==> config.mk <==
export PLATFORM = sky130hd
export DESIGN_NAME = regfile
export DESIGN_NICKNAME = d
export VERILOG_FILES = /design/src/design/regfile.sv
export VERILOG_INCLUDE_DIRS = /design/src /design/src/design
export SDC_FILE = /design/constraint.sdc
export NUM_CORES = 2
export LEC_CHECK = 0
export BUFFER_PORTS_ARGS = -buffer_cell sky130_fd_sc_hd__buf_4
export CORE_MARGIN = 1.5
export CORE_UTILIZATION = 45
export CTS_CLUSTER_SIZE = 12
export DETAILED_ROUTE_END_ITERATION = 6
export PLACE_DENSITY_LB_ADDON = 0.25
export SLEW_MARGIN = 20
export SYNTH_ARGS = -nofsm -noshare
export SYNTH_HDL_FRONTEND = slang
export SYNTH_SLANG_ARGS = --single-unit
==> constraint.sdc <==
create_clock -name clk -period 4.1 [get_ports clk]
set_clock_uncertainty 0.15 [all_clocks]
set_input_delay 0.82 -clock clk [delete_from_list [all_inputs] [get_ports clk]]
set_output_delay 0.82 -clock clk [all_outputs]
set_load 0.05 [all_outputs]
==> src/design/rv_core_macros.svh <==
// core widths, reset vector, register count, instruction fields and major opcodes
`ifndef RV_CORE_MACROS_SVH
`define RV_CORE_MACROS_SVH

`define RV_XLEN        64
`define RV_ILEN        32
`define RV_RIDX_W      5
`define RV_NREGS       32
`define RV_RESET_PC    64'h0

// instruction field positions
`define RV_OPC         6:0
`define RV_RD          11:7
`define RV_F3          14:12
`define RV_RS1         19:15
`define RV_RS2         24:20
`define RV_F7          31:25

// major opcodes of the supported subset
`define RV_OPC_OP      7'b0110011
`define RV_OPC_IMM     7'b0010011
`define RV_OPC_LUI     7'b0110111
`define RV_OPC_LOAD    7'b0000011
`define RV_OPC_STORE   7'b0100011
`define RV_OPC_BRANCH  7'b1100011
`define RV_OPC_JAL     7'b1101111

`endif
==> src/design/regfile.sv <==
// integer register file, 32 x 64 bits with x0 held at zero
`timescale 1ns/1ps
`include "rv_core_macros.svh"

module regfile (
  input  logic                  clk,
  input  logic                  i_rst_n,
  input  logic [`RV_RIDX_W-1:0] i_rs1,
  input  logic [`RV_RIDX_W-1:0] i_rs2,
  output logic [`RV_XLEN-1:0]   o_rs1_data,
  output logic [`RV_XLEN-1:0]   o_rs2_data,
  input  logic [`RV_RIDX_W-1:0] i_rd,
  input  logic                  i_rd_wen,
  input  logic [`RV_XLEN-1:0]   i_rd_wdata
);

  logic [`RV_XLEN-1:0] regs_q [`RV_NREGS];

  assign o_rs1_data = regs_q[i_rs1];
  assign o_rs2_data = regs_q[i_rs2];

  // x0 is cleared by reset and never written
  always_ff @(posedge clk or negedge i_rst_n) begin
    if (!i_rst_n) begin
      for (int i = 0; i < `RV_NREGS; i++) begin
        regs_q[i] <= '0;
      end
    end else if (i_rd_wen && (i_rd != '0)) begin
      regs_q[i_rd] <= i_rd_wdata;
    end
  end

endmodule

==> implementation parameters <==
Parameter                              Value

Route
  Met1 routed wirelength after detailed routing    between 100000 and 150000 microns
  Post-detailed-route via-to-cell ratio    6.51
  Antenna Nets Post-Route    0
  Highest metal layer with signal wires    met5
  Vias after detailed routing    64.3k
  Violation count after the first detailed-routing iteration    5715
  Number of detailed-route iterations in the first pass    7
  Met3 routed wirelength    18900 microns
  Routed wl met2    about 160000 microns
  Post-route DRC    8
  Detailed-route wire length per cell    33.6 microns
  Final WL    332000 microns

Cells and area
  Largest register by flop count    regs_q
  Final Non-Filler Cells    9881
  Layout cells sized above 1    64.6%
  Final instance area    between 100000 and 150000 sq um
  Synth-to-layout area growth    14.2%
  Flip-flop count of the largest register, all copies and words added    2048
  Final cell utilization of the core    51.7%
  Final net count    6611
  Largest registers ranked by flip-flop count    regs_q x2048

Die
  Effective utilization at floorplan    45.3%
  Horizontal die dimension    just under 500 microns
  Die Area    242000 sq um
  Vertical die dimension    492 microns
  Number of standard-cell rows in the floorplan    179
  Core region area    238000 sq um
  Num ports    210

Setup path
  Cell type group with the largest total delay on the critical path    multiplexers
  Type of the worst setup path    input pin to output port
  Data arrival time at the worst-slack endpoint    3.09 ns
  Worst path max stage delay    0.53 ns
  Worst path cell trace    buf_8 -> buf_12 -> buf_12 -> mux4_2 -> mux4_2 -> mux2_2 -> buf_4
  CP endpoint kind    output port
  Critical path data required time    3.13 ns
  Cell with the largest stage delay on the worst path    mux4_2
  Maximum fanout count along the critical path    19
  CP Buf/Inv Count    4
  Kind of launch point of the worst setup path    input pin

Yosys
  Asr flop ratio synth    100%
  Count of flip-flops with a built-in enable after synthesis    0
  Synth Instances    6481
  Number of warning messages in the yosys log    0
  Summed instance area of the synthesized netlist    108000 sq um
  Sequential-to-total area share from yosys stat    47.6%
  Most used flip-flop cell after synthesis    dfrtp_1
  Post-synth cell types    32
  Top cells by instance count after synthesis    2149 x mux2_2, 2048 x dfrtp_1, 1160 x mux4_2, 529 x clkbuf_1, 174 x buf_2
  Syn nets    6563
  Number of synthesized register bits    2048
  Synth top area share    47.6%
  Yosys top cell by area    dfrtp_1
  Leading post-synthesis cells by cell area    dfrtp_1 48%, mux4_2 24%, mux2_2 22%, clkbuf_1 1.8%, mux2i_1 1.4%
  Dominant cell by count in the synthesized netlist    mux2_2
  Average cell area after synthesis    16.6 sq um

Place
  Final weighted congestion in routability-driven placement    0.802
  Detailed-placement wirelength estimate    around 190000 microns
  Cell area after placement    roughly 120000 sq um
  Number of placed cells counting well taps    9474
  Count of input and output buffers    between 200 and 250

Timing
  Min cycle time layout    roughly 4.1 ns
  Setup total negative slack    0 ns
  Least-Margin Pin Slew    1.12 ns
  Final Hold Fails    0
  Final setup vio count    0
  Max-slew violations    0
  RSZ-0062 raised after global routing    true
  Relative slew slack    about 25%
  Final period utilization    99.1%
  Max Freq    246 MHz
  Final hold slack    0.247 ns

Global route
  Wire length of the first global-routing pass    488000 microns
  Maximum number of pins on one net before global-route repair    169
  Global Route Usage Sum    between 20 and 30%
  Overflow left after global routing    0
  Number of global-route vias before repair    67.6k
  Antenna violations before repair    16

Power and ir drop
  Clock network power share    33.1%
  Proportion of power drawn by flip-flops and latches    44.2%
  Peak ir drop on the vdd network    0.417 mV
  Power Internal    between 0.04 and 0.05 W
  Combinational share of power    22.7%
  Proportion of total power due to net switching    ~28%
  Switching power summed over all nets    0.0170 W
  Static Leakage    between 50 and 60 nW
  Power density of the placed cells    495 nW/um^2

Worst hold path
  Type of the tightest min-delay check    register to register

Status
  Status    finished, violations left
  Violated checks    DRC

CTS
  Clock buffer count from CTS    220
  Clock Root Buffer    clkbuf_16
  Number of sinks handled by clock tree synthesis    2048
  H-tree lvl count    4
  Clock tree buffer depth    3
  Clock tree from TritonCTS    done
  Worst-skew pair later-pin latency    0.85 ns
  Clock-pin slew on the worst setup and hold paths    0.06 ns
  Post-CTS Setup Repair Bufs    0

Job
  Number of maximum-capacitance constraint violations    0
-- layout by cell type, fill, tap and decap left out, drive strengths merged, types with 2 or more instances in the layout --
| cell | instances |
|---|---|
| nand3 | 2 |
| clkbuf | 342 |
| o21ai | 11 |
| a21boi | 2 |
| nor2 | 20 |
| mux2i | 151 |
| buf | 594 |
| a221oi | 40 |
| nand2b | 4 |
| nor3b | 4 |
| dfrtp | 2048 |
| a21oi | 2 |
| nand3b | 4 |
| or2 | 4 |
| nor2b | 14 |
| nand2 | 18 |
| a21o | 2 |
| diode | 9 |
| mux4 | 1160 |
| inv | 4 |
| clkinv | 43 |
| o22ai | 48 |
| o22a | 9 |
| clkinvlp | 2 |
| bufinv | 9 |
| mux2 | 2149 |
| a221o | 8 |
| a211oi | 4 |
| and2 | 2 |
-- logic make-up (layout without fill, tap and decap cells) --
kind of cell / after synthesis / count (layout) / share of synthesized area, %
muxes: 3460 / 3460 / 48.1
and+or+nand+nor: 76 / 76 / 0.373
DFF: 2048 / 2048 / 47.6
other: 0 / 9 / 0
buffers and inverters: 771 / 995 / 3.03
AOI/OAI and AO/OA: 126 / 126 / 0.868
-- routing by layer --
metal | up-vias | track usage [%]
li1 | 25600 | -
met2 | 2239 | 44.3
met3 | 565 | 3.75
met5 | - | 0
met1 | 35900 | 38.8
met4 | 10 | 9.47
-- metrics by stage --
step	total power (W)	worst slack, ns
floorplan	0.0367	0.249
global placement	0.0405	-0.0634
detailed placement	0.0410	-0.0408
CTS	0.0613	0.00900
global route	0.0634	-0.00911
finish	0.0609	0.0364
-- layout make-up --
type	instances	area [sq um]
clock buffers	340	6650
multi-input cells	3662	53700
fillers	19400	115000
clock inverters	58	649
flip-flops and latches	2048	51200
well taps	3167	3960
diodes	9	22.5
repair buffers	597	6770
-- power groups by stage --
stage               Combinational, W  Clock, W  Sequential [W]
finish                        0.0138    0.0202          0.0269
floorplan                     0.0106         0          0.0261
global route                  0.0147    0.0213          0.0274
CTS                           0.0139    0.0205          0.0268
detailed placement            0.0139         0          0.0271
global placement              0.0136         0          0.0269
-- final timing paths --
path	startpoint	endpoint	slack (ns)	cells after the start
hold reg to reg	regs_q[2036]	regs_q[2036]	0.25	0
hold / removal	regs_q[2036]	regs_q[2036]	0.25	0
setup / recovery	i_rs2[0]	o_rs2_data[50]	0.04	7
min in group asynchronous	i_rst_n	regs_q[1988]	0.38	2
max in group asynchronous	i_rst_n	regs_q[661]	2.06	3
setup reg to reg	regs_q[899]	regs_q[899]	3.14	1
-- repair_timing --
| item | in CTS | in global routing |
|---|---|---|
| endpoints found under the hold margin | 40 | 0 |
| resized for setup | 2 | 2 |
| endpoints found under the setup margin | 3 | 5 |
| hold buffers | 1 | 0 |
| pin swaps | 0 | 0 |
No activity file was read; power rests on OpenSTA's default activity.
