--- config.mk ---
export PLATFORM = sky130hd
export DESIGN_NAME = bus_arbiter
export DESIGN_NICKNAME = d
export VERILOG_FILES = /design/src/design/rv_core_pkg.sv /design/src/design/bus_arbiter.sv
export VERILOG_INCLUDE_DIRS = /design/src /design/src/design
export SDC_FILE = /design/constraint.sdc
export NUM_CORES = 1
export LEC_CHECK = 0
export BUFFER_PORTS_ARGS = -buffer_cell sky130_fd_sc_hd__buf_4
export CORE_AREA = 2 2 155 157
export DETAILED_ROUTE_END_ITERATION = 6
export DIE_AREA = 0 0 157 159
export PLACE_DENSITY = 0.46
export SYNTH_ARGS = -nofsm -noshare
export SYNTH_HDL_FRONTEND = slang
export SYNTH_SLANG_ARGS = --single-unit
--- constraint.sdc ---
create_clock -name clk -period 2.6 [get_ports clk]
set_clock_uncertainty 0.05 [all_clocks]
set_input_delay 0.26 -clock clk [delete_from_list [all_inputs] [get_ports clk]]
set_output_delay 0.26 -clock clk [all_outputs]
set_load 0.005 [all_outputs]
--- src/design/rv_core_macros.svh ---
// core widths, reset vector, register count, instruction fields and major opcodes
`ifndef RV_CORE_MACROS_SVH
`define RV_CORE_MACROS_SVH

`define RV_XLEN        64
`define RV_ILEN        32
`define RV_RIDX_W      5
`define RV_NREGS       32
`define RV_RESET_PC    64'h0

// instruction field positions
`define RV_OPC         6:0
`define RV_RD          11:7
`define RV_F3          14:12
`define RV_RS1         19:15
`define RV_RS2         24:20
`define RV_F7          31:25

// major opcodes of the supported subset
`define RV_OPC_OP      7'b0110011
`define RV_OPC_IMM     7'b0010011
`define RV_OPC_LUI     7'b0110111
`define RV_OPC_LOAD    7'b0000011
`define RV_OPC_STORE   7'b0100011
`define RV_OPC_BRANCH  7'b1100011
`define RV_OPC_JAL     7'b1101111

`endif
--- src/design/rv_core_pkg.sv ---
// operation and state enums, bus request and stage payload structs
`include "rv_core_macros.svh"

package rv_core_pkg;

  typedef enum logic [3:0] {
    op_alu,
    op_alui,
    op_lui,
    op_load,
    op_store,
    op_beq,
    op_bne,
    op_jal,
    op_nop
  } op_kind_e;

  typedef enum logic [2:0] {
    alu_add,
    alu_sub,
    alu_and,
    alu_or,
    alu_xor
  } alu_op_e;

  typedef enum logic [1:0] {
    own_idle,
    own_fetch,
    own_data
  } owner_e;

  typedef enum logic [1:0] {
    mw_idle,
    mw_access,
    mw_write
  } mw_state_e;

  // op set means write
  typedef struct packed {
    logic                valid;
    logic                op;
    logic [`RV_XLEN-1:0] addr;
    logic [`RV_XLEN-1:0] wdata;
  } bus_req_t;

  typedef struct packed {
    logic [`RV_XLEN-1:0]   pc;
    op_kind_e              kind;
    alu_op_e               alu_op;
    logic [`RV_RIDX_W-1:0] rd;
    logic                  rd_wen;
    logic [`RV_XLEN-1:0]   op_a;
    logic [`RV_XLEN-1:0]   op_b;
    logic [`RV_XLEN-1:0]   store_data;
    logic [`RV_XLEN-1:0]   imm;
  } decoded_t;

  // result holds the alu value, link value or data address
  typedef struct packed {
    op_kind_e              kind;
    logic [`RV_RIDX_W-1:0] rd;
    logic                  rd_wen;
    logic [`RV_XLEN-1:0]   result;
    logic [`RV_XLEN-1:0]   store_data;
  } executed_t;

endpackage

--- src/design/bus_arbiter.sv ---
// memory bus arbiter between the instruction fetch and data ports
`timescale 1ns/1ps

module bus_arbiter (
  input  logic                  clk,
  input  logic                  i_rst_n,
  input  rv_core_pkg::bus_req_t i_if_req,
  output logic                  o_if_ready,
  input  rv_core_pkg::bus_req_t i_dm_req,
  output logic                  o_dm_ready,
  output rv_core_pkg::bus_req_t o_mem_req,
  input  logic                  i_mem_ready
);

  rv_core_pkg::owner_e owner_q;
  rv_core_pkg::owner_e owner_sel;

  // new owner only from idle, data port first
  always_comb begin
    owner_sel = owner_q;
    if (owner_q == rv_core_pkg::own_idle) begin
      if (i_dm_req.valid) begin
        owner_sel = rv_core_pkg::own_data;
      end else if (i_if_req.valid) begin
        owner_sel = rv_core_pkg::own_fetch;
      end
    end
  end

  always_comb begin
    case (owner_sel)
      rv_core_pkg::own_data:  o_mem_req = i_dm_req;
      rv_core_pkg::own_fetch: o_mem_req = i_if_req;
      default:                o_mem_req = '0;
    endcase
  end

  assign o_dm_ready = i_mem_ready && (owner_sel == rv_core_pkg::own_data);
  assign o_if_ready = i_mem_ready && (owner_sel == rv_core_pkg::own_fetch);

  // grant stays locked until ready ends the transfer
  always_ff @(posedge clk or negedge i_rst_n) begin
    if (!i_rst_n) begin
      owner_q <= rv_core_pkg::own_idle;
    end else if (i_mem_ready) begin
      owner_q <= rv_core_pkg::own_idle;
    end else begin
      owner_q <= owner_sel;
    end
  end

endmodule

==> results.sh <==
export IMPL_cts_tree="built"
export IMPL_final_period_utilization=0.954
export IMPL_worst_hold_slack_ns=0.169
export IMPL_clock_latency_ns=0.22
export IMPL_synth_nets=584
export IMPL_seq_area_frac_synth=0.0269
export IMPL_p_int_mw=0.971
export IMPL_max_cap_viol_count=0
export IMPL_clk_pin_slew_worst_paths_ns=0.03
export IMPL_critPathMaxStageDelay_ns=0.40
export IMPL_worst_pin_slew_ns=0.340
export IMPL_synth_cells=319
export IMPL_grt_pass1_vias=3739
export IMPL_pwr_share_seq=0.022
export IMPL_hold_class="input pin to register"
export IMPL_grt_pass1_wl_um=19400
export IMPL_core_area_um2=23200
export IMPL_n_fill_cell=2614
export IMPL_nets=951
export IMPL_cts_buffers=3
export IMPL_critPathLaunchType="register"
export IMPL_grt_use_total=0.0945
export IMPL_slew_headroom=0.773
export IMPL_largest_register_ffs=2
export IMPL_slew_viol_final=0
export IMPL_finalPower_mw=1.59
export IMPL_hold_viol=0
export IMPL_placed_cell_area_um2=5130
export IMPL_dr_pass1_iters=4
export IMPL_drc_errors=0
export IMPL_rrSetupSlack_ns=1.53
export IMPL_root_buffer="clkbuf_16"
export IMPL_fin_ws_ns=0.120
export IMPL_area_growth_pct=180
export IMPL_drive_gt1_frac=0.598
export IMPL_p_clk_frac=0.144
export IMPL_gp_congestion=0.775
export IMPL_yosys_warnings=0
export IMPL_clock_path_buffers=2
export IMPL_rsz0062_at_grt="false"
export IMPL_ir_drop_uv=343
export IMPL_postCtsSetupRepairBufs=0
export IMPL_dieArea_um2=25000
export IMPL_grt_max_degree=73
export IMPL_p_sw_frac=0.391
export IMPL_place_ws_ns=0.335
export IMPL_fmax_mhz=403
export IMPL_grt_antenna_before_repair=0
export IMPL_dp_hpwl_um=11300
export IMPL_power_frac_comb=0.834
export IMPL_num_antenna_cells=0
export IMPL_die_width_um=157
export IMPL_htreeDepth=1
export IMPL_cp_cell_sequence="or3b_1, and2_1, ha_4, buf_4, a22oi_1, nor2_1, buf_4"
export IMPL_regArea_um2=50.0
export IMPL_io_buffers=394
export IMPL_tns_ns=0
export IMPL_worstSetupEndpointType="output pin"
export IMPL_initial_core_util=0.0803
export IMPL_synth_area_um2=1860
export IMPL_cts_num_sinks=2
export IMPL_largestRegisters="owner_q (2)"
export IMPL_power_density_nw_per_um2=305
export IMPL_drt_initial_drc_count=266
export IMPL_vias=3890
export IMPL_cpMostUsedCell="buf_4"
export IMPL_cp_required_ns=2.29
export IMPL_yosys_register_bits=2
export IMPL_multi_input_area_um2=1570
export IMPL_grt_overflow=0
export IMPL_run_status="finished, final reports clean"
export IMPL_fp_dieH_um=159
export IMPL_crit_fanout=23
export IMPL_slowest_stage="or3b_1"
export IMPL_cellLeakagePower_nw=2.69
export IMPL_avgSynthCellArea_um2=5.84
export IMPL_row_count=56
export IMPL_worstPathArrival_ns=2.17
export IMPL_viasPerCell=3.88
export IMPL_finalSetupViolCount=0
export IMPL_ioPinCount=395
export IMPL_top_register="owner_q"
export IMPL_period_minus_slack_ns=2.48
export IMPL_path_class="register to output pin"
export IMPL_drtAntennaViolNets=0
export IMPL_p_switching_mw=0.622
export IMPL_yosysUniqueCellTypes=13
export IMPL_final_area_um2=5220
export IMPL_totalWireLength_um=13800
export IMPL_ctsResizeCount=0
export IMPL_wl_per_cell_um=13.7
## synth_stat cells
cell type,number,share of area
a21oi_1,4,0.011
a22oi_1,129,0.52
and2_1,3,0.010
buf_2,20,0.054
buf_6,10,0.060
clkbuf_1,13,0.026
dfrtp_1,2,0.027
ha_1,2,0.013
inv_1,2,0.0040
nand2_1,3,0.0060
nand2b_1,1,0.0034
nor2_1,129,0.26
or3b_1,1,0.0047
## worst max-delay path: cells and delay by family (launching register included)
family | cells | cell delay (ns)
flops | 1 | 0.38
compound gates | 1 | 0.24
simple gates | 3 | 0.67
buf+inv | 2 | 0.39
fa+ha+maj | 1 | 0.26
## cell families after synthesis
logic type | share of synthesized area
simple gates | 0.284
fa+ha+maj | 0.0134
buf+inv | 0.144
compound gates | 0.531
flops | 0.0269
## timing repair
action	4_1_cts	5_1_grt
hold endpoints to repair	2	0
hold buffers	1	0
setup endpoints to repair	0	0
## path summary, 6_finish.rpt
check | start | cells past startpoint | endpoint
setup / recovery | owner_q[1] | 7 | o_mem_req[95]
hold / removal | i_mem_ready | 2 | owner_q[1]
setup reg to reg | owner_q[1] | 2 | owner_q[0]
hold reg to reg | owner_q[1] | 2 | owner_q[1]
max in group asynchronous | i_rst_n | 2 | owner_q[1]
min in group asynchronous | i_rst_n | 2 | owner_q[0]
## through the flow
stage               instances  utilization
CTS                      1003        0.225
global route             1003        0.225
global placement          999        0.221
detailed placement        999        0.221
floorplan                 319            -
finish                   1003        0.225
## power groups by stage
stage / sequential, mW / combinational, mW / clock [mW]
final: 0.0351 / 1.33 / 0.229
after detailed placement: 0.0353 / 1.34 / 0
after global routing: 0.0352 / 1.45 / 0.238
after global placement: 0.0351 / 1.35 / 0
after CTS: 0.0350 / 1.35 / 0.234
after floorplan: 0.0349 / 0.533 / 0
## area by class of cell
type                       instances  area share
inverter                           2     0.00144
sequential                         2     0.00959
clock buffer                       3      0.0144
multi-input combinational        272       0.300
timing repair buffer             405       0.598
tap                              319      0.0765
## layer usage
layer,routed length (um),up-vias,global-route usage
met3,1300,4,0.0133
met1,5220,1743,0.105
met2,7210,233,0.192
li1,-,1910,-
met4,54,0,0.00834
met5,0,-,0
## layout by cell type, fill, tap and decap left out
master	netlist	final
ha_4	0	2
buf_12	0	6
nand2_1	3	3
a21oi_1	4	4
or3b_1	1	1
and2_1	3	3
dlygate4sd3_1	0	1
a22oi_1	129	129
nor2_1	129	129
inv_1	2	2
nand2b_1	1	1
buf_4	0	398
clkbuf_16	0	3
dfrtp_1	2	2
Power figures use the tool's default switching activity.
