$ cat config.mk
export PLATFORM = sky130hd
export DESIGN_NAME = mem_wb_stage
export DESIGN_NICKNAME = d
export VERILOG_FILES = /design/src/design/rv_core_pkg.sv /design/src/design/mem_wb_stage.sv
export VERILOG_INCLUDE_DIRS = /design/src /design/src/design
export SDC_FILE = /design/constraint.sdc
export NUM_CORES = 1
export LEC_CHECK = 0
export BUFFER_PORTS_ARGS = -buffer_cell sky130_fd_sc_hd__buf_2
export CAP_MARGIN = 20
export CORE_AREA = 2 2 160 162
export CTS_BUF_LIST = sky130_fd_sc_hd__clkbuf_4
export CTS_CLUSTER_SIZE = 25
export DETAILED_ROUTE_END_ITERATION = 10
export DIE_AREA = 0 0 162 164
export PLACE_DENSITY = 0.64
export SLEW_MARGIN = 20
export SYNTH_ARGS = -nofsm -noshare
export SYNTH_HDL_FRONTEND = slang
export SYNTH_SLANG_ARGS = --single-unit
$ cat constraint.sdc
create_clock -name clk -period 3.4 [get_ports clk]
set_input_delay 0.68 -clock clk [delete_from_list [all_inputs] [get_ports clk]]
set_output_delay 0.68 -clock clk [all_outputs]
set_load 0.02 [all_outputs]
$ cat src/design/rv_core_macros.svh
// core widths, reset vector, register count, instruction fields and major opcodes
`ifndef RV_CORE_MACROS_SVH
`define RV_CORE_MACROS_SVH

`define RV_XLEN        64
`define RV_ILEN        32
`define RV_RIDX_W      5
`define RV_NREGS       32
`define RV_RESET_PC    64'h0

// instruction field positions
`define RV_OPC         6:0
`define RV_RD          11:7
`define RV_F3          14:12
`define RV_RS1         19:15
`define RV_RS2         24:20
`define RV_F7          31:25

// major opcodes of the supported subset
`define RV_OPC_OP      7'b0110011
`define RV_OPC_IMM     7'b0010011
`define RV_OPC_LUI     7'b0110111
`define RV_OPC_LOAD    7'b0000011
`define RV_OPC_STORE   7'b0100011
`define RV_OPC_BRANCH  7'b1100011
`define RV_OPC_JAL     7'b1101111

`endif
$ cat src/design/rv_core_pkg.sv
// operation and state enums, bus request and stage payload structs
`include "rv_core_macros.svh"

package rv_core_pkg;

  typedef enum logic [3:0] {
    op_alu,
    op_alui,
    op_lui,
    op_load,
    op_store,
    op_beq,
    op_bne,
    op_jal,
    op_nop
  } op_kind_e;

  typedef enum logic [2:0] {
    alu_add,
    alu_sub,
    alu_and,
    alu_or,
    alu_xor
  } alu_op_e;

  typedef enum logic [1:0] {
    own_idle,
    own_fetch,
    own_data
  } owner_e;

  typedef enum logic [1:0] {
    mw_idle,
    mw_access,
    mw_write
  } mw_state_e;

  // op set means write
  typedef struct packed {
    logic                valid;
    logic                op;
    logic [`RV_XLEN-1:0] addr;
    logic [`RV_XLEN-1:0] wdata;
  } bus_req_t;

  typedef struct packed {
    logic [`RV_XLEN-1:0]   pc;
    op_kind_e              kind;
    alu_op_e               alu_op;
    logic [`RV_RIDX_W-1:0] rd;
    logic                  rd_wen;
    logic [`RV_XLEN-1:0]   op_a;
    logic [`RV_XLEN-1:0]   op_b;
    logic [`RV_XLEN-1:0]   store_data;
    logic [`RV_XLEN-1:0]   imm;
  } decoded_t;

  // result holds the alu value, link value or data address
  typedef struct packed {
    op_kind_e              kind;
    logic [`RV_RIDX_W-1:0] rd;
    logic                  rd_wen;
    logic [`RV_XLEN-1:0]   result;
    logic [`RV_XLEN-1:0]   store_data;
  } executed_t;

endpackage

$ cat src/design/mem_wb_stage.sv
// memory access over the data port, register writeback and retire pulse
`timescale 1ns/1ps
`include "rv_core_macros.svh"

module mem_wb_stage (
  input  logic                   clk,
  input  logic                   i_rst_n,
  input  logic                   i_executed,
  input  rv_core_pkg::executed_t i_ex,
  output rv_core_pkg::bus_req_t  o_bus_req,
  input  logic                   i_bus_ready,
  input  logic [`RV_XLEN-1:0]    i_bus_rdata,
  output logic [`RV_RIDX_W-1:0]  o_rd,
  output logic                   o_rd_wen,
  output logic [`RV_XLEN-1:0]    o_rd_wdata,
  output logic                   o_retired
);

  rv_core_pkg::mw_state_e state_q;
  rv_core_pkg::executed_t ex_q;
  logic [`RV_XLEN-1:0]    load_q;
  logic                   is_mem;

  assign is_mem = (i_ex.kind == rv_core_pkg::op_load) || (i_ex.kind == rv_core_pkg::op_store);

  always_ff @(posedge clk or negedge i_rst_n) begin
    if (!i_rst_n) begin
      state_q <= rv_core_pkg::mw_idle;
    end else begin
      case (state_q)
        rv_core_pkg::mw_idle: begin
          if (i_executed) begin
            state_q <= is_mem ? rv_core_pkg::mw_access : rv_core_pkg::mw_write;
          end
        end
        rv_core_pkg::mw_access: begin
          if (i_bus_ready) state_q <= rv_core_pkg::mw_write;
        end
        default: state_q <= rv_core_pkg::mw_idle;
      endcase
    end
  end

  always_ff @(posedge clk) begin
    if (i_executed) begin
      ex_q <= i_ex;
    end
    if ((state_q == rv_core_pkg::mw_access) && i_bus_ready) begin
      load_q <= i_bus_rdata;
    end
  end

  // request held steady for the whole access state
  assign o_bus_req.valid = (state_q == rv_core_pkg::mw_access);
  assign o_bus_req.op    = (ex_q.kind == rv_core_pkg::op_store);
  assign o_bus_req.addr  = {ex_q.result[`RV_XLEN-1:3], 3'b000};
  assign o_bus_req.wdata = ex_q.store_data;

  assign o_rd       = ex_q.rd;
  assign o_rd_wen   = (state_q == rv_core_pkg::mw_write) && ex_q.rd_wen;
  assign o_rd_wdata = (ex_q.kind == rv_core_pkg::op_load) ? load_q : ex_q.result;
  assign o_retired  = (state_q == rv_core_pkg::mw_write);

endmodule

==> results.md <==
- Outcome: completed
- Bufs on Longest Clock Path: 3
- PostCTS Resize Cnt: 0
- CTS root buf: clkbuf_4
- Mapped Cells: between 400 and 500
- Die Height: 164 microns
- Clk_lat worst skew: 630 ps
- Area Growth Syn to Fin: 26.6%
- First-pass GRT wire length: 26300 microns
- Fin Setup TNS: 0 ps
- Final instance area: 0.0101 sq mm
- Vias in the first global route: roughly 4700
- Crit Path Class: flop to output port
- Post-route clock period utilization: 88.4%
- Avg Cell Area, Syn: 18.9 sq um
- Sequential share of the synthesized area: roughly three quarters
- DR DRC count: 0
- Final Hold Viols: 0
- Worst min-delay path class: input port to flop
- Initial antenna violation count: 1
- Placeable core region: 0.0248 sq mm
- Fill cell count: about 2400
- Gp weighted congestion: 0.807
- Final net count: 954
- Die footprint: 0.0266 sq mm
- GRT overflow: 0
- RSZ-0062 raised after global routing: false
- Worst setup EP type: output port
- Slew Limit Fails: 0
- Pwr Density: about 580 mW/mm^2
- Clock Pin Slew Worst Setup and Hold Paths: approximately 70 ps
- Max Clock Freq: 333 MHz
- Tmin final: 3010 ps
- P_leak: 4.26 nW
- Slew headroom: 36.5%
- WP data arrival: 2330 ps
- Maxcap violations: 0
- Distinct cells, synth: 17
- Ports: approximately 410
- Setup Viol. Count Final: 0
- CTS buffer count: 53
- Net switching power: approximately 0.0014 W
- Post-synthesis register bit count: 204
- Logic pwr share: 12.3%
- HPWL Detailed: 13400 microns
- Clock skew: 27.6 ps
- DP Area: around 0.0094 sq mm
- Pin count of the biggest net entering global routing: 141
- Die Span X: 162 microns
- Internal power: 0.00443 W
- CTS Sinks: between 200 and 250
- DR pass1 iterations: 4
- Initial core utilization: approximately 32%
- Busiest layer in global routing: met2
- 1st-iter DRT viols: 197
- Overall routing resource usage: 13.3%
- Post-CTS Setup Bufs: 0
- Port Buffers: 403
- H-tree Lvls: 2
- Worst Path Required: between 2000 and 3000 ps
- Mapped Area: 0.00800 sq mm
- Via/cell ratio: 4.05
- WL/cell: 16.7 microns
- Startpoint types: flop
- Met2 usage: between 20% and 30%
- CTS tree: done
- Antenna-violating nets left: 0
- Critical path fanouts, max: 40
- Met3 GRT Util: 6.26%
- GR Util met1: approximately 14%
- Cell Rows: 58
- Proportion of layout cells with a drive suffix above 1: 70.5%
- Switch share: 24.5%
- Slew @ Worst Pin: 953 ps
- Worst vdd ir: 0.339 mV
- Synth warn: 0
- Final WL: 18600 microns
- Post-CTS Hold Buffers: 1
- DR vias: 4516
- Share of total power in sequential cells: 51.0%
- Clock power frac: between 30% and 40%
-- cell usage in the layout, fill, tap and decap left out, drive strengths merged --
master	netlist	final
a31o	1	1
a31oi	1	1
and2	2	2
buf	139	406
bufinv	0	2
clkbuf	0	81
clkinv	0	6
conb	1	3
dfrtp	2	2
diode	0	1
dlygate4sd3	0	1
edfxtp	202	202
inv	1	2
mux2	64	64
nand2	2	2
nor2	2	2
nor2b	2	2
nor3	1	1
nor4b	2	2
o22ai	1	1
-- critical path, stage by stage (launching register included) --
cell      delay, ps
edfxtp_1        430
nor3_4          210
buf_4           450
mux2_2          410
buf_2           160
-- area by class of cell --
cell class              instances  area, sq um  area share (%)
flip-flops and latches        204         6120            60.4
multi-input cells              81          830            8.19
repair buffers                407         2070            20.4
clock buffers                  81          608            6.00
diodes                          1         2.50          0.0247
well taps                     330          413            4.08
inverters                       1         3.75          0.0371
clock inverters                 9         86.3           0.852
-- power groups by stage --
stage	clock [W]	combinational (W)	sequential (W)
finish	0.00215	0.000724	0.00299
global placement	0	0.000721	0.00304
floorplan	0	0.000540	0.00303
global route	0.00238	0.000770	0.00301
CTS	0.00227	0.000734	0.00300
detailed placement	0	0.000731	0.00305
-- final timing paths --
check                                            start                      end  depth (start not counted)  slack, ps
worst max-delay path               ex_q[137]$_DFFE_PP_           o_rd_wdata[59]                          4        390
worst min-delay path                          i_ex[86]  o_bus_req[86]$_DFFE_PP_                          1        220
worst max register to register  state_q[0]$_DFFE_PN0P_     load_q[28]$_DFFE_PP_                          2       1580
worst min register to register  state_q[1]$_DFFE_PN0P_   state_q[0]$_DFFE_PN0P_                          3        570
max in group asynchronous                      i_rst_n   state_q[1]$_DFFE_PN0P_                          2       2900
min in group asynchronous                      i_rst_n   state_q[0]$_DFFE_PN0P_                          2        370
-- flip-flops by register name (all words and copies together) (netlist names) --
register and cells:
ex_q 8, o_rd 5, o_bus_req 125, state_q 2, load_q 64
-- synthesized netlist by cell type --
cell      number  area [sq um]
mux2_1         5          56.3
mux2_2        59           664
nor3_4         1          16.3
conb_1         1          3.75
inv_1          1          3.75
buf_6          4          45.0
o22ai_1        1          6.26
nor2b_1        2          12.5
nor2_1         2          7.51
a31oi_1        1          6.26
buf_4        135          1010
nor4b_1        2          17.5
edfxtp_1     202          6070
and2_1         2          12.5
a31o_2         1          8.76
nand2_1        2          7.51
dfrtp_1        2          50.1
-- through the flow --
stage | setup slack, ps | hold slack (ps) | utilization, % | cells | power [W]
floorplan | 613 | 384 | - | 425 | 0.00357
global placement | 1080 | 484 | 38.0 | 1022 | 0.00377
detailed placement | 1010 | 488 | 38.0 | 1022 | 0.00378
CTS | 248 | 105 | 40.8 | 1113 | 0.00600
global route | 175 | 102 | 40.8 | 1114 | 0.00616
finish | 394 | 217 | 40.8 | 1114 | 0.00587
-- cell families after synthesis --
logic type	Yosys count	share of synthesized area, %
buf+inv	140	13.3
compound gates	3	0.266
other cells	1	0.0469
mux	64	9.01
flops	204	76.5
simple gates	11	0.923
-- per-layer routing --
layer / wire length, microns / vias to the layer above / part of all wire [%]
met1: 6750 / 2076 / 36
met4: 480 / 0 / 2.6
met2: 9300 / 285 / 50
met5: 0 / - / 0
li1: - / 2117 / -
met3: 2070 / 38 / 11
No activity file was read; power rests on OpenSTA's default activity.
