$ cat src/design/rv_core_macros.svh
// core widths, reset vector, register count, instruction fields and major opcodes
`ifndef RV_CORE_MACROS_SVH
`define RV_CORE_MACROS_SVH

`define RV_XLEN        64
`define RV_ILEN        32
`define RV_RIDX_W      5
`define RV_NREGS       32
`define RV_RESET_PC    64'h0

// instruction field positions
`define RV_OPC         6:0
`define RV_RD          11:7
`define RV_F3          14:12
`define RV_RS1         19:15
`define RV_RS2         24:20
`define RV_F7          31:25

// major opcodes of the supported subset
`define RV_OPC_OP      7'b0110011
`define RV_OPC_IMM     7'b0010011
`define RV_OPC_LUI     7'b0110111
`define RV_OPC_LOAD    7'b0000011
`define RV_OPC_STORE   7'b0100011
`define RV_OPC_BRANCH  7'b1100011
`define RV_OPC_JAL     7'b1101111

`endif
$ cat src/design/rv_core_pkg.sv
// operation and state enums, bus request and stage payload structs
`include "rv_core_macros.svh"

package rv_core_pkg;

  typedef enum logic [3:0] {
    op_alu,
    op_alui,
    op_lui,
    op_load,
    op_store,
    op_beq,
    op_bne,
    op_jal,
    op_nop
  } op_kind_e;

  typedef enum logic [2:0] {
    alu_add,
    alu_sub,
    alu_and,
    alu_or,
    alu_xor
  } alu_op_e;

  typedef enum logic [1:0] {
    own_idle,
    own_fetch,
    own_data
  } owner_e;

  typedef enum logic [1:0] {
    mw_idle,
    mw_access,
    mw_write
  } mw_state_e;

  // op set means write
  typedef struct packed {
    logic                valid;
    logic                op;
    logic [`RV_XLEN-1:0] addr;
    logic [`RV_XLEN-1:0] wdata;
  } bus_req_t;

  typedef struct packed {
    logic [`RV_XLEN-1:0]   pc;
    op_kind_e              kind;
    alu_op_e               alu_op;
    logic [`RV_RIDX_W-1:0] rd;
    logic                  rd_wen;
    logic [`RV_XLEN-1:0]   op_a;
    logic [`RV_XLEN-1:0]   op_b;
    logic [`RV_XLEN-1:0]   store_data;
    logic [`RV_XLEN-1:0]   imm;
  } decoded_t;

  // result holds the alu value, link value or data address
  typedef struct packed {
    op_kind_e              kind;
    logic [`RV_RIDX_W-1:0] rd;
    logic                  rd_wen;
    logic [`RV_XLEN-1:0]   result;
    logic [`RV_XLEN-1:0]   store_data;
  } executed_t;

endpackage

$ cat src/design/fetch_stage.sv
// fetch stage with program counter, one-instruction prefetch and redirect handling
`timescale 1ns/1ps
`include "rv_core_macros.svh"

module fetch_stage (
  input  logic                  clk,
  input  logic                  i_rst_n,
  output rv_core_pkg::bus_req_t o_bus_req,
  input  logic                  i_bus_ready,
  input  logic [`RV_XLEN-1:0]   i_bus_rdata,
  input  logic                  i_retired,
  input  logic                  i_redirect,
  input  logic [`RV_XLEN-1:0]   i_redirect_pc,
  output logic                  o_fetched,
  output logic [`RV_XLEN-1:0]   o_pc,
  output logic [`RV_ILEN-1:0]   o_inst
);

  rv_core_pkg::bus_req_t req_q;
  logic [`RV_XLEN-1:0]   pc_q;
  logic [`RV_XLEN-1:0]   pc_next;
  logic [`RV_ILEN-1:0]   bus_inst;
  logic [`RV_ILEN-1:0]   hold_inst_q;
  logic [`RV_ILEN-1:0]   give_inst;
  logic                  hold_valid_q;
  logic                  busy_q;
  logic                  discard_q;
  logic                  free;
  logic                  bus_take;
  logic                  give;

  function automatic rv_core_pkg::bus_req_t fetch_req(input logic [`RV_XLEN-1:0] addr);
    fetch_req       = '0;
    fetch_req.valid = 1'b1;
    fetch_req.addr  = {addr[`RV_XLEN-1:3], 3'b000};
  endfunction

  assign o_bus_req = req_q;
  assign pc_next   = pc_q + 64'd4;
  assign bus_inst  = pc_q[2] ? i_bus_rdata[63:32] : i_bus_rdata[31:0];

  // decode counts as free in the cycle of the retired pulse
  assign free      = !busy_q || i_retired;
  assign bus_take  = req_q.valid && i_bus_ready && !discard_q && !i_redirect;
  assign give      = !i_redirect && free && (bus_take || hold_valid_q);
  assign give_inst = hold_valid_q ? hold_inst_q : bus_inst;

  always_ff @(posedge clk or negedge i_rst_n) begin
    if (!i_rst_n) begin
      pc_q         <= `RV_RESET_PC;
      req_q        <= '0;
      hold_valid_q <= 1'b0;
      busy_q       <= 1'b0;
      discard_q    <= 1'b0;
      o_fetched    <= 1'b0;
    end else begin
      o_fetched <= give;
      if (i_retired) begin
        busy_q <= 1'b0;
      end
      if (i_redirect) begin
        pc_q         <= i_redirect_pc;
        hold_valid_q <= 1'b0;
        if (req_q.valid && !i_bus_ready) begin
          discard_q <= 1'b1;
        end else begin
          req_q <= fetch_req(i_redirect_pc);
        end
      end else if (give) begin
        // hand over and prefetch the next word at once
        pc_q         <= pc_next;
        hold_valid_q <= 1'b0;
        busy_q       <= 1'b1;
        req_q        <= fetch_req(pc_next);
      end else if (bus_take) begin
        hold_valid_q <= 1'b1;
        req_q.valid  <= 1'b0;
      end else if (req_q.valid && i_bus_ready) begin
        // stale word dropped, go for the target
        discard_q <= 1'b0;
        req_q     <= fetch_req(pc_q);
      end else if (!req_q.valid && !hold_valid_q && !busy_q) begin
        req_q <= fetch_req(pc_q);
      end
    end
  end

  always_ff @(posedge clk) begin
    if (give) begin
      o_pc   <= pc_q;
      o_inst <= give_inst;
    end
    if (bus_take && !free) begin
      hold_inst_q <= bus_inst;
    end
  end

endmodule

$ cat config.mk
export PLATFORM = sky130hd
export DESIGN_NAME = fetch_stage
export DESIGN_NICKNAME = d
export VERILOG_FILES = /design/src/design/rv_core_pkg.sv /design/src/design/fetch_stage.sv
export VERILOG_INCLUDE_DIRS = /design/src /design/src/design
export SDC_FILE = /design/constraint.sdc
export NUM_CORES = 1
export LEC_CHECK = 0
export BUFFER_PORTS_ARGS = -buffer_cell sky130_fd_sc_hd__buf_2
export CAP_MARGIN = 15
export CORE_UTILIZATION = 52
export CTS_CLUSTER_DIAMETER = 200
export DETAILED_ROUTE_END_ITERATION = 6
export PLACE_DENSITY = 0.88
export SETUP_SLACK_MARGIN = 0.05
export SLEW_MARGIN = 40
export SYNTH_ARGS = -nofsm -noshare
export SYNTH_HDL_FRONTEND = slang
export SYNTH_SLANG_ARGS = --single-unit
$ cat constraint.sdc
create_clock -name clk -period 9.4 [get_ports clk]
set_input_delay 0.47 -clock clk [delete_from_list [all_inputs] [get_ports clk]]
set_output_delay 0.47 -clock clk [all_outputs]
set_load 0.02 [all_outputs]
==> results.md, run 1 <==
* Worst path required time at 9.80 ns
* First-pass GRT wire length at around 50000 um
* CP most frequent cell: buf_4
* Failing checks: DRC, hold timing
* Largest net degree at the start of global routing at 75
* Critical setup path kind: input pin to flop
* Met3 Resource Use GR at 6.99%
* CP cell instances: buf_4, clkinv_1, buf_4, o211ai_1, inv_4, buf_4, nand3_1, a32oi_1, o31ai_1, mux2_2
* Die Ht at 152 um
* Initial Utilization at a little over half
* Clock power share at between 30% and 40%
* Net count, final at 1364
* Crit-path max FO at slightly below 60
* Placed wire-length estimate at 22400 um
* Final period utilization at 37.3%
* Met1 Track Usage GR at 35.0%
* Status: complete, but fails checks
* Number of max-cap violations at 0
* Clock Latency Late Sink at 0.52 ns
* Buffers and inverters on the worst path at 5
* Delay-heaviest family, CP: buffers and inverters
* Cell Area, Synth at 11700 um^2
* Syn. warnings at 0
* Ys async rst share at 50.4%
* Post-synth top flop: dfrtp_1
* Post-synth cell types at 54
* Post-layout util at 64.4%
* DR WL/cell at about 21 um
* Layout cell share with drive strength beyond 1 at 37.5%
* Startpoint types: input pin
* Setup TNS at 0 ns
* DR DRC count at between 100 and 150
* Register bit total from synthesis at 258
* # Post-CTS Setup Buffers at 0
* Most common cell after layout, fill and taps aside: buf_2
* Syn avg cell area at 12.4 um^2
* CTS Hold Bufs at 0
* Vias per std cell at 5.81
* DIE AREA at about 23000 um^2
* Comb power frac at 19.2%
* Max-slew violations at 0
* Final hold slack at -0.0147 ns
* Leak Pwr at 5.85 nW
* Crit path time final at 3.50 ns
* Internal cell power at 2.22 mW
* Most frequent cells in the layout: buf_2, dfrtp_1, edfxtp_1
* Grt ovf at 0
* Met2 usage in global routing at between 40% and 50%
* Num rows at 54
* Switching power at about 0.9 mW
* Peak Freq at 285 MHz
* Buffers on Ports at 291
* Slowest CP cell: buf_4
* Num CTS Buffers at 26
* CTS tree: built
* Wirelength, routed at 32300 um
* Router iterations before antenna repair at 7
* Total GRT Usage at about 28%
* Synthesized instance count at 944
* Layout area overhead at 20.8%
* Root Buffer: clkbuf_16
* Initial DRC count at about 750
* VDD IR max at 0.000119 V
* CP endpoint kind: flop
* Total Power at 3.13 mW
* Die X at between 150 and 200 um
* Initial antenna violation count at 2
* Cell Count, Final, Fillers Out at approximately 1500
* Seq/Total Area, Yosys at 60.6%
* Core area at 22000 um^2
* Clock-pin transition on the worst setup and hold timing paths at 0.06 ns
* Vias in the first global route at 8871
* WP data arrival at 3.90 ns
* RSZ-0062 raised after global routing: no
* Max_slew headroom at between 40% and 50%
* GR peak layer: met2
* Clock skew at about 0.0078 ns
* Worst-Margin Slew at 0.832 ns
* Clock sink count at 258
* CTS max path bufs at 3
* DR vias at 8899
* Sw Share at 29.1%
* Flop pwr share at a little under half
* Post-synth EDFFs at 128
* GP Congestion at 0.898
* Setup violations, final at 0
* H-Tree Depth at 1
* PostCTS Resize Cnt at 0
* I/O pin total at 360
* Hold WC Path Type: input pin to asynchronous set/reset pin
* Hold Fails Final Rpt at 33
* Final ANT Viol Nets at 0
* Dpl cells at around 1500
* Maximum single-stage delay on the critical path at 0.72 ns
* Pwr Density at 222 nW/um^2
==> stage by stage <==
stage	cell area, um^2	setup slack, ns
CTS	14100	5.73
global placement	13200	5.31
detailed placement	13200	5.18
floorplan	12000	4.27
finish	14100	5.90
global route	14100	5.70
==> logic make-up after synthesis <==
group,after synthesis,share of synthesized area (%)
muxes,112,10.8
buffers and inverters,116,5.91
DFF,258,60.6
xor gates and xnor gates,26,1.95
other,1,0.0320
and+or+nand+nor,310,13.4
adders and majority gates,1,0.107
AOI/OAI and AO/OA,120,7.23
==> layout make-up <==
class	count	area, um^2
timing repair buffer	302	1550
tap	280	350
multi-input combinational	637	4200
clock inverter	19	219
clock buffer	29	693
sequential	258	7100
antenna	2	5.00
inverter	5	21.3
fill	1670	7820
==> per-layer routing <==
layer  share of wire (%)  routed length [um]
met4                 4.1                1330
met2                  47               15300
met1                  38               12300
met5               0.040                  13
met3                  10                3310
==> path summary, 6_finish.rpt <==
| kind | to | slack, ns | start | depth (start not counted) |
|---|---|---|---|---|
| max | o_bus_req[113] | 5.90 | i_redirect | 10 |
| min | pc_q[58] | -0.01 | i_rst_n | 1 |
| max reg2reg | o_bus_req[122] | 5.90 | pc_q[2] | 8 |
| min reg2reg | o_pc[1] | 0.46 | pc_q[1] | 0 |
| max in group asynchronous | pc_q[14] | 8.42 | i_rst_n | 2 |
| min in group clk | pc_q[55] | 0.18 | i_redirect_pc[55] | 3 |
==> power groups by stage <==
stage / Combinational, mW / Clock, mW / Sequential (mW)
after global routing: 0.646 / 1.15 / 1.45
after floorplan: 0.292 / 0 / 1.55
final: 0.602 / 1.09 / 1.44
after CTS: 0.603 / 1.11 / 1.43
after global placement: 0.584 / 0 / 1.45
after detailed placement: 0.598 / 0 / 1.45
==> worst reg2reg max path, delay by kind of cell, from the launching register on <==
kind,cells,cell delay [ns]
mux,1,0.27
simple gates,3,1.38
buf+inv,1,0.40
flops,1,0.33
fa+ha+maj,1,0.29
compound gates,2,0.73
==> flip-flops by register name (all words and copies together) (netlist names) <==
register and cells:
hold_inst_q 32, o_bus_req 62, o_inst 32, o_fetched 1, hold_valid_q 1, discard_q 1, o_pc 64, pc_q 64
busy_q 1
==> synthesized netlist by cell type, drive strengths merged (13+ instances only) <==
cell type	instances	area [um^2]
dfrtp	130	3250
edfxtp	128	3840
mux2	110	1240
nand2	97	364
buf	72	527
nor2	48	180
clkbuf	39	146
o21ai	34	170
nand3	29	158
nand4	29	181
nor4	26	163
nor3	23	115
and3	15	93.8
xor2	15	131
o31ai	13	97.6
(Power assumes the default switching activity.)
==> inputs of run 2 (changes only) <==
--- a/config.mk
+++ b/config.mk
@@ -8,10 +8,10 @@
 export LEC_CHECK = 0
 export BUFFER_PORTS_ARGS = -buffer_cell sky130_fd_sc_hd__buf_2
 export CAP_MARGIN = 15
-export CORE_UTILIZATION = 52
+export CORE_UTILIZATION = 47
 export CTS_CLUSTER_DIAMETER = 200
 export DETAILED_ROUTE_END_ITERATION = 6
-export PLACE_DENSITY = 0.88
+export PLACE_DENSITY = 0.84
 export SETUP_SLACK_MARGIN = 0.05
 export SLEW_MARGIN = 40
 export SYNTH_ARGS = -nofsm -noshare
==> constraint.sdc (replaced) <==
create_clock -name clk -period 2.9 [get_ports clk]
set_input_delay 0.145 -clock clk [delete_from_list [all_inputs] [get_ports clk]]
set_output_delay 0.145 -clock clk [all_outputs]
set_load 0.02 [all_outputs]
==> run 2 against run 1 <==
  * The run now ends clean
  * First-iteration DRC count grew 7.3%
  * Sequential share of layout area shrank 5.2 points
  * Hold slack gained 0.029 ns
  * Register-to-register slack lost 5.8 ns
  * Total power grew to 3.4 times the previous value
  * Via count grew 8.9%
  * Core utilization grew 0.29 points
  * Combinational power grew to 3.7 times the previous value
  * Setup slack lost 5.8 ns
  * Final cell count grew 13%
  * Clock power grew to 3.3 times the previous value
  * Critical path type is now flop to flop
  * Largest power group unchanged
==> results.md, run 2 (synthesized netlist as in run 1, its figures left out) <==
* Router iterations before antenna repair at 5
* Final period utilization at 95.9%
* Filler cells at between 1500 and 2000
* Leak Pwr at 6.55 nW
* Worst R2R End: o_bus_req[122]
* Max_slew headroom at 51.6%
* Initial antenna violation count at 0
* Antenna diodes at 0
* Hold WC Path Type: input pin to flop
* H-Tree Depth at 1
* Buffers on Ports at 291
* Clock sink count at 258
* First-pass GRT wire length at 55000 um
* Met1 Track Usage GR at 35.7%
* Final instance area at 15800 um^2
* Wirelength, routed at 35700 um
* Dpl cells at 1553
* Clock-pin transition on the worst setup and hold timing paths at 0.06 ns
* Setup violations, final at 0
* Worst Hold End: pc_q[44]
* Critical setup path kind: flop to flop
* Reg2reg setup slack at 0.12 ns
* Layout area overhead at 34.7%
* Met3 Resource Use GR at 5.40%
* Net count, final at 1523
* Initial Utilization at 48.0%
* Most common cell after layout, fill and taps aside: buf_2
* Delay-heaviest family, CP: simple AND/OR/NAND/NOR gates
* GR peak layer: met2
* Die Ht at 160 um
* Cell Count, Final, Fillers Out at 1733
* Die X at 160 um
* Post-DP Area at between 10000 and 15000 um^2
* Placed wire-length estimate at 23300 um
* RSZ-0062 raised after global routing: no
* Total GRT Usage at 27.7%
* Post-layout util at 64.7%
* Clock Latency Late Sink at approximately 0.53 ns
* Peak Freq at 360 MHz
* Slowest CP cell: or4_4
* WP data arrival at 3.20 ns
* Maximum single-stage delay on the critical path at 0.58 ns
* DR vias at around 9700
* Register area at between 7000 and 8000 um^2
* CTS tree: built
* DR DRC count at 0
* Buffers and inverters on the worst path at 0
* Largest net degree at the start of global routing at 73
* Startpoint types: flop
* Initial DRC count at about 810
* Vias in the first global route at 9755
* Vias per std cell at roughly 5.6
* CP endpoint kind: flop
* Most frequent cells in the layout: buf_2, dfrtp_1, dlygate4sd3_1
* Clock skew at 0.0145 ns
* I/O pin total at 360
* Num rows at 57
* Hold path cells at 3
* Worst r2r src: pc_q[2]
* Worst-Margin Slew at 0.726 ns
* Hold Fails Final Rpt at 0
* Met2 usage in global routing at 45.8%
* Setup TNS at 0 ns
* Worst path required time at 3.32 ns
* Crit-path max FO at 4
* Grt ovf at 0
* Crit path time final at between 2 and 3 ns
* Core area at 24400 um^2
* Max-slew violations at 0
* Root Buffer: clkbuf_16
* VDD IR max at between 0.0004 and 0.0005 V
* Final ANT Viol Nets at 0
* Num CTS Buffers at 27
* CP most frequent cell: or4_4
* DR WL/cell at 20.6 um
* Worst reg2reg path depth at 7
* DIE AREA at 25500 um^2
* Status: finished clean
* CP cell instances: ha_2, nand2_1, or4_4, or4_4, o41a_1, a221o_1, mux2_4
* Multi-input gate area at 4220 um^2
* Layout cell share with drive strength beyond 1 at 35.6%
* GP Congestion at 0.886
* Hold_sp: i_redirect_pc[44]
* Number of max-cap violations at 0
* CTS max path bufs at 3
* Pwr Density at 669 nW/um^2
* Final hold slack at 0.0147 ns
-- run 2: worst max path at each step --
stage,startpoint,slack [ns],cells after the start,to
3_5_place_dp,pc_q[2],-0.003,8,o_bus_req[107]
5_1_grt,pc_q[2],0.06,7,o_bus_req[122]
6_report,pc_q[2],0.12,7,o_bus_req[122]
2_1_floorplan,busy_q,0.05,9,o_bus_req[113]
3_3_place_gp,pc_q[2],0.04,8,o_bus_req[117]
4_1_cts,pc_q[2],0.09,9,o_bus_req[110]
-- run 2: through the flow --
step / power [mW] / worst slack (ns)
after global placement: 6.67 / 0.0407
after floorplan: 5.95 / 0.0525
after global routing: 10.9 / 0.0623
after CTS: 10.5 / 0.0854
final: 10.6 / 0.119
after detailed placement: 6.72 / -0.00255
-- run 2: per-layer routing --
layer	wire length [um]	part of all wire, %	up-vias
li1	-	-	4280
met1	14000	39	4723
met2	16900	47	580
met3	3190	8.9	107
met4	1510	4.2	0
met5	0	0	-
-- run 2: timing repair --
item,4_1_cts,5_1_grt
resized for setup,1,4
endpoints found under the setup margin,8,17
hold buffers,129,0
buffers inserted,0,2
pin swaps,1,1
endpoints found under the hold margin,190,0
-- run 2: report_power, final --
group / internal (mW) / total (mW) / switching (mW)
Clock: 2.19 / 3.64 / 1.45
Sequential: 4.33 / 4.66 / 0.334
Combinational: 0.929 / 2.25 / 1.32
-- run 2: final cells by class --
class | instances | area share [%]
sequential | 258 | 45.0
multi-input combinational | 637 | 26.7
timing repair buffer | 460 | 19.7
clock buffer | 35 | 4.80
tap | 324 | 2.57
clock inverter | 14 | 1.11
inverter | 5 | 0.135
-- run 2: worst reg2reg max path: cells and delay by family (launching register included) --
| family | cells | cell delay [ns] |
|---|---|---|
| flip-flops | 1 | 0.36 |
| AO/OA/AOI/OAI | 2 | 0.70 |
| adder cells (fa/ha/maj) | 1 | 0.21 |
| AND/OR/NAND/NOR | 3 | 1.16 |
| multiplexers | 1 | 0.26 |
